### src/hw/firPkg.sv
/*
 * FIR filter package with the filter length, the word widths, the word
 * typedefs and the state encoding of the multiply-accumulate engine.
 */
package firPkg;

	// Number of taps in the filter.
	localparam int NumTaps = 8;

	// Input sample and coefficient widths, both two's complement.
	localparam int SampleWidth = 8;
	localparam int CoeffWidth = 8;

	// A sum of eight full-scale products needs three bits beyond one product.
	localparam int AccWidth = SampleWidth + CoeffWidth + $clog2(NumTaps);

	// Word types for the data path.
	typedef logic signed [SampleWidth-1:0] sampleWord;
	typedef logic signed [CoeffWidth-1:0] coeffWord;
	typedef logic signed [AccWidth-1:0] accWord;

	// Index of one tap, shared by the coefficient bank and the delay line.
	typedef logic [$clog2(NumTaps)-1:0] tapAddr;

	// Engine states; macStop is only left through reset.
	typedef enum logic [1:0] {
		macIdle,
		macAccumulate,
		macStop
	} macState;

endpackage

### src/hw/tapIf.sv
/*
 * Tap bus between the engine, the coefficient bank and the delay line.
 */
interface tapIf;
	import firPkg::*;

	// Driven by the engine.
	tapAddr tapIndex;
	logic shift;
	sampleWord newSample;

	// Driven by the coefficient loader.
	coeffWord coefficient;
	logic coefficientsReady;

	// Driven by the delay line.
	sampleWord sample;

	// Coefficient bank reads the index and answers with h[tapIndex].
	modport loader(input tapIndex, output coefficient, output coefficientsReady);

	// Delay line takes shift strobes and answers with x[t - tapIndex].
	modport line(input tapIndex, input shift, input newSample, output sample);

	// The engine steers both stores.
	modport mac(
		output tapIndex,
		output shift,
		output newSample,
		input coefficient,
		input coefficientsReady,
		input sample
	);

endinterface

### src/hw/firFilter.sv
/*
 * FIR filter top level. Connects the coefficient loader, the sample
 * delay line and the multiply-accumulate engine over one tap bus.
 */
module firFilter (
	input logic clock,
	input logic rst,
	input logic coefficientStrobe,
	input firPkg::coeffWord coefficientIn,
	input logic dataStrobe,
	input firPkg::sampleWord dataIn,
	input logic stop,
	output firPkg::accWord dataOut,
	output logic outValid,
	output logic busy,
	output logic coefficientsReady
);

	// Tap bus shared by the three blocks.
	tapIf taps ();

	// Coefficient bank, filled once after reset.
	tapLoader i_tapLoader (
		.clock(clock),
		.rst(rst),
		.coefficientStrobe(coefficientStrobe),
		.coefficientIn(coefficientIn),
		.taps(taps.loader)
	);

	// Delay line of the most recent samples.
	sampleLine i_sampleLine (
		.clock(clock),
		.rst(rst),
		.taps(taps.line)
	);

	// Engine that walks the taps and forms each output.
	macEngine i_macEngine (
		.clock(clock),
		.rst(rst),
		.dataStrobe(dataStrobe),
		.dataIn(dataIn),
		.stop(stop),
		.dataOut(dataOut),
		.outValid(outValid),
		.busy(busy),
		.taps(taps.mac)
	);

	// The loader's ready flag is also visible outside.
	assign coefficientsReady = taps.coefficientsReady;

endmodule

### src/hw/macEngine.sv
/*
 * Multiply-accumulate engine. Accepts one sample at a time, sums one tap
 * product per cycle and publishes each result with a one-cycle valid pulse.
 */
module macEngine (
	input logic clock,
	input logic rst,
	input logic dataStrobe,
	input firPkg::sampleWord dataIn,
	input logic stop,
	output firPkg::accWord dataOut,
	output logic outValid,
	output logic busy,
	tapIf.mac taps
);
	import firPkg::*;

	macState state;
	tapAddr tapIndex;
	logic shiftPulse;
	sampleWord heldSample;
	logic sumDone;
	logic stopSeen;
	accWord acc;
	accWord product;
	logic accept;
	logic summing;
	logic publish;

	// A strobe is taken only when idle, loaded and not being stopped.
	assign accept = (state == macIdle) && !stop && dataStrobe && taps.coefficientsReady;

	// The first cycle of a run is spent shifting the sample in.
	// The next NumTaps cycles each add one tap product.
	assign summing = (state == macAccumulate) && !shiftPulse && !sumDone;

	// Final cycle of a run, after the last tap has been added.
	assign publish = (state == macAccumulate) && sumDone;

	// Product of the addressed tap, sign extended to the accumulator width.
	assign product = taps.coefficient * taps.sample;

	assign busy = (state == macAccumulate);

	assign taps.tapIndex = tapIndex;
	assign taps.shift = shiftPulse;
	assign taps.newSample = heldSample;

	// Control path.
	always_ff @(posedge clock) begin
		if (rst) begin
			state <= macIdle;
			tapIndex <= '0;
			shiftPulse <= 1'b0;
			sumDone <= 1'b0;
			stopSeen <= 1'b0;
			outValid <= 1'b0;
			dataOut <= '0;
		end else begin
			shiftPulse <= 1'b0;
			outValid <= 1'b0;
			case (state)
				macIdle: begin
					// Stop wins over a strobe in the same cycle.
					if (stop) begin
						state <= macStop;
					end else if (accept) begin
						state <= macAccumulate;
						shiftPulse <= 1'b1;
						tapIndex <= '0;
						sumDone <= 1'b0;
						stopSeen <= 1'b0;
					end
				end
				macAccumulate: begin
					// A stop during a run is held until the result is out.
					if (stop) begin
						stopSeen <= 1'b1;
					end
					if (summing) begin
						if (tapIndex == tapAddr'(NumTaps - 1)) begin
							sumDone <= 1'b1;
						end else begin
							tapIndex <= tapIndex + tapAddr'(1);
						end
					end
					if (publish) begin
						dataOut <= acc;
						outValid <= 1'b1;
						state <= (stopSeen || stop) ? macStop : macIdle;
					end
				end
				macStop: begin
					state <= macStop;
				end
				default: begin
					state <= macIdle;
				end
			endcase
		end
	end

	// Data path. The sample is held for the shift, and the sum restarts
	// from zero with every accepted strobe.
	always_ff @(posedge clock) begin
		if (accept) begin
			heldSample <= dataIn;
			acc <= '0;
		end else if (summing) begin
			acc <= acc + product;
		end
	end

endmodule

### src/hw/sampleLine.sv
/*
 * Sample delay line. A shift strobe ages every sample by one position and
 * writes the new sample at position 0; the tap index selects the age.
 */
module sampleLine (
	input logic clock,
	input logic rst,
	tapIf.line taps
);
	import firPkg::*;

	// Position k holds the sample k steps older than the newest one.
	sampleWord sampleBank [NumTaps];

	// Samples before the first accepted one count as zero, which the
	// cleared bank gives for free.
	always_ff @(posedge clock) begin
		if (rst) begin
			for (int i = 0; i < NumTaps; i++) begin
				sampleBank[i] <= '0;
			end
		end else if (taps.shift) begin
			sampleBank[0] <= taps.newSample;
			for (int i = 1; i < NumTaps; i++) begin
				sampleBank[i] <= sampleBank[i-1];
			end
		end
	end

	// Combinational read.
	// The engine steps the index one tap per cycle.
	assign taps.sample = sampleBank[taps.tapIndex];

endmodule

### src/hw/tapLoader.sv
/*
 * Coefficient loader. Shifts in one coefficient per strobe until the bank
 * is full, then raises the ready flag and serves h[k] for tap index k.
 */
module tapLoader (
	input logic clock,
	input logic rst,
	input logic coefficientStrobe,
	input firPkg::coeffWord coefficientIn,
	tapIf.loader taps
);
	import firPkg::*;

	// Counter type wide enough to hold the value NumTaps itself.
	typedef logic [$clog2(NumTaps + 1)-1:0] countWord;

	coeffWord coeffBank [NumTaps];
	countWord loadCount;
	logic bankFull;
	tapAddr bankIndex;

	// The bank is full once every tap has received its coefficient.
	assign bankFull = (loadCount == countWord'(NumTaps));

	// New coefficients enter at position 0 and move up on every strobe.
	// Strobes after the bank is full are ignored, so the set stays fixed
	// until the next reset.
	always_ff @(posedge clock) begin
		if (rst) begin
			loadCount <= '0;
			for (int i = 0; i < NumTaps; i++) begin
				coeffBank[i] <= '0;
			end
		end else if (coefficientStrobe && !bankFull) begin
			coeffBank[0] <= coefficientIn;
			for (int i = 1; i < NumTaps; i++) begin
				coeffBank[i] <= coeffBank[i-1];
			end
			loadCount <= loadCount + countWord'(1);
		end
	end

	// The first coefficient loaded ends up at the far end of the bank.
	// Reading from the far end gives h[k] for tap index k.
	assign bankIndex = tapAddr'(NumTaps - 1) - taps.tapIndex;

	assign taps.coefficient = coeffBank[bankIndex];
	assign taps.coefficientsReady = bankFull;

endmodule

### config.mk
export PLATFORM = sky130hd
export DESIGN_NAME = firFilter
export DESIGN_NICKNAME = d
export VERILOG_FILES = /design/src/hw/firPkg.sv /design/src/hw/tapIf.sv /design/src/hw/firFilter.sv /design/src/hw/macEngine.sv /design/src/hw/sampleLine.sv /design/src/hw/tapLoader.sv
export SDC_FILE = /design/constraint.sdc
export NUM_CORES = 1
export LEC_CHECK = 0
export BUFFER_PORTS_ARGS = -buffer_cell sky130_fd_sc_hd__buf_4
export CAP_MARGIN = 20
export CORE_ASPECT_RATIO = 2
export CORE_MARGIN = 8
export CORE_UTILIZATION = 60
export CTS_CLUSTER_SIZE = 12
export DETAILED_ROUTE_END_ITERATION = 7
export PLACE_DENSITY_LB_ADDON = 0.15
export SLEW_MARGIN = 20
export SYNTH_ARGS = -nofsm -noshare
export SYNTH_HDL_FRONTEND = slang
export SYNTH_SLANG_ARGS = --single-unit
### constraint.sdc
create_clock -name clock -period 12.9 [get_ports clock]
set_input_delay 2.58 -clock clock [delete_from_list [all_inputs] [get_ports clock]]
set_output_delay 2.58 -clock clock [all_outputs]
set_load 0.05 [all_outputs]
==> flow_metrics.env <==
export IMPL_ys_warn_count=0
export IMPL_grt_pass1_vias=7316
export IMPL_num_rows=70
export IMPL_clk_pin_slew_ns=0.07
export IMPL_initial_utilization=0.612
export IMPL_ctsHoldBuffers=0
export IMPL_min_period_over_period=0.583
export IMPL_hpwl_mm=15.4
export IMPL_num_nets_final=1122
export IMPL_final_antenna_net_count=0
export IMPL_finalHoldViolCount=0
export IMPL_drt_initial_drc_count=396
export IMPL_grt_setup_unrepaired="no"
export IMPL_ys_ff_latch=190
export IMPL_yosysTopAreaCell="edfxtp_1"
export IMPL_ys_flop_type="edfxtp_1"
export IMPL_dieArea_um2=23500
export IMPL_ios=43
export IMPL_ctsResizeCount=0
export IMPL_routed_wl_mm=21.3
export IMPL_avgViaCountPerCell=5.70
export IMPL_syn_num_nets=1089
export IMPL_routabilityCongestion=0.862
export IMPL_synthCells=960
export IMPL_synth_area_top_cells="edfxtp_1, fa_1, dfxtp_1"
export IMPL_synthArstFlopShare=0
export IMPL_nFillCells=1412
export IMPL_cts_tree="yes"
export IMPL_layout_min_cycle_time_ns=7.53
export IMPL_power_leakage_nw=5.00
export IMPL_hold_class="reg2reg"
export IMPL_drive_gt1_frac=0.145
export IMPL_status="finished, final reports clean"
export IMPL_maxCapViolations=0
export IMPL_numCtsBuffers=17
export IMPL_yosysSeqAreaShare=0.463
export IMPL_maxSlewViolCount=0
export IMPL_clock_latency_ns=0.43
export IMPL_timing_fmax_mhz=133
export IMPL_ir_drop_mv=0.128
export IMPL_tns_ns=0
export IMPL_endpoint_kind="register"
export IMPL_wire_per_inst_um=17.4
export IMPL_synth_cell_type_count=54
export IMPL_port_buffers=42
export IMPL_die_x_um=112
export IMPL_drt_pass1_iter_count=4
export IMPL_diodes=0
export IMPL_synth_common_cells="edfxtp_1, and2_1, inv_1"
export IMPL_cp_arrival_ns=7.89
export IMPL_critPathLaunchType="register"
export IMPL_synth_edff_count=136
export IMPL_setup_viol=0
export IMPL_cts_sinks=190
export IMPL_vias=6967
export IMPL_grt_pass1_wl_mm=35.7
export IMPL_met1_usage=0.198
export IMPL_grt_usage=0.193
export IMPL_grt_overflow=0
export IMPL_synth_top_area_share=0.366
export IMPL_p_total_mw=1.72
export IMPL_syn_to_final_growth_pct=9.38
export IMPL_dieHeight_um=209
export IMPL_max_stage_delay_ns=0.64
export IMPL_slew_headroom=0.439
export IMPL_cp_required_ns=13.26
export IMPL_post_cts_repair_setup_buffers=0
export IMPL_drt_drc_violations_left=0
export IMPL_h_tree_depth=4
export IMPL_cp_max_fo=12
export IMPL_grt_busiest_layer="met2"
export IMPL_clk_path_buf_depth=2
export IMPL_use_met3=0.0315
export IMPL_grt_use_met2=0.365
export IMPL_grt_max_degree=69
export IMPL_antenna_found_initial=0
export IMPL_synth_area_per_cell_um2=11.6
export IMPL_core_um2=18200
export IMPL_power_density_nw_per_um2=141
export IMPL_setup_slack_ns=5.37
export IMPL_cpMaxStageDelayCell="dfxtp_1"
export IMPL_path_class="reg2reg"
export IMPL_clock_skew_ns=0.00896
export IMPL_tightestPinTransition_ns=0.818
export IMPL_syn_cell_area_um2=11200
export IMPL_dpl_worst_slack_ns=5.36
export IMPL_cts_root_buf="clkbuf_16"
export IMPL_yosys_cell_count_top_type="edfxtp_1"
-- power by group --
group	internal [mW]	leakage, nW	switching, mW	total (mW)
clock network	0.275	0.283	0.234	0.509
logic	0.223	2.84	0.298	0.521
registers	0.676	1.88	0.0100	0.686
-- area by class of cell --
type / instances / area (µm²) / share of cell area
sequential: 190 / 5160 / 0.423
tap: 216 / 270 / 0.0222
inverter: 95 / 357 / 0.0292
multi-input combinational: 639 / 5470 / 0.448
clock inverter: 11 / 92.6 / 0.00759
timing repair buffer: 50 / 375 / 0.0308
clock buffer: 21 / 472 / 0.0387
-- metrics by stage --
step / hold WS [ns] / utilization / cells / instance area, µm²
finish: 0.455 / 0.670 / 1222 / 12200
global route: 0.474 / 0.670 / 1222 / 12200
CTS: 0.458 / 0.670 / 1222 / 12200
detailed placement: 0.449 / 0.639 / 1190 / 11600
global placement: 0.444 / 0.639 / 1190 / 11600
floorplan: 0.433 / - / 960 / 11200
-- registers in the layout, indices dropped and copies added, names as in the netlist, named ones only --
| register | flops |
|---|---|
| i_macEngine.state | 2 |
| i_macEngine.sumDone | 1 |
| i_macEngine.outValid | 1 |
| i_macEngine.dataOut | 19 |
| i_macEngine.taps.tapIndex | 3 |
| i_macEngine.taps.newSample | 8 |
| i_macEngine.acc | 19 |
| i_tapLoader.loadCount | 4 |
| i_tapLoader.coeffBank | 64 |
| i_macEngine.stopSeen | 1 |
| i_sampleLine.sampleBank | 64 |
| i_macEngine.taps.shift | 1 |
-- per-layer routing --
metal | part of all wire | up-vias
met2 | 0.56 | 148
met1 | 0.37 | 3466
met3 | 0.032 | 48
met4 | 0.036 | 0
li1 | - | 3305
met5 | 0 | -
-- placed cells by master, fill, tap and decap left out, types with 8 or more instances in the layout --
cell type	synthesis	final
o21ai_0	8	8
buf_4	1	50
or2_2	8	8
edfxtp_1	136	136
clkbuf_16	0	18
nor2b_1	41	40
a21o_1	9	9
nand3_1	10	10
ha_1	52	52
mux4_2	32	32
fa_1	56	56
and2_1	97	97
nand2_1	77	77
xnor2_1	23	23
xor2_1	10	10
nor2_1	73	72
inv_1	95	95
mux2i_2	9	9
a21oi_1	61	61
dfxtp_1	54	54
-- critical path, delay by kind of cell (launching register included) --
| family | cells | cell delay (ns) |
|---|---|---|
| and+or+nand+nor | 5 | 0.76 |
| buffers and inverters | 5 | 0.53 |
| muxes | 3 | 1.17 |
| AOI/OAI and AO/OA | 9 | 1.46 |
| DFF | 1 | 0.64 |
| adders and majority gates | 6 | 2.79 |
| xor gates and xnor gates | 1 | 0.09 |
-- logic make-up (layout without fill, tap and decap cells) --
family,Yosys count,in the layout,synth area share
and+or+nand+nor,339,339,0.156
muxes,50,50,0.0872
xor gates and xnor gates,33,33,0.0259
DFF,190,190,0.463
AOI/OAI and AO/OA,109,109,0.0610
adders and majority gates,108,108,0.159
buffers and inverters,131,177,0.0474
-- final timing paths --
path	to	cells past startpoint	slack (ns)	start
hold reg to reg	i_macEngine.dataOut[13]	2	0.45	i_macEngine.dataOut[13]
setup reg to reg	i_macEngine.acc[18]	29	5.37	i_macEngine.taps.tapIndex[0]
setup / recovery	i_macEngine.acc[18]	29	5.37	i_macEngine.taps.tapIndex[0]
hold / removal	i_macEngine.dataOut[13]	2	0.45	i_macEngine.dataOut[13]
Note: power is estimated with default switching activity, not from simulation.
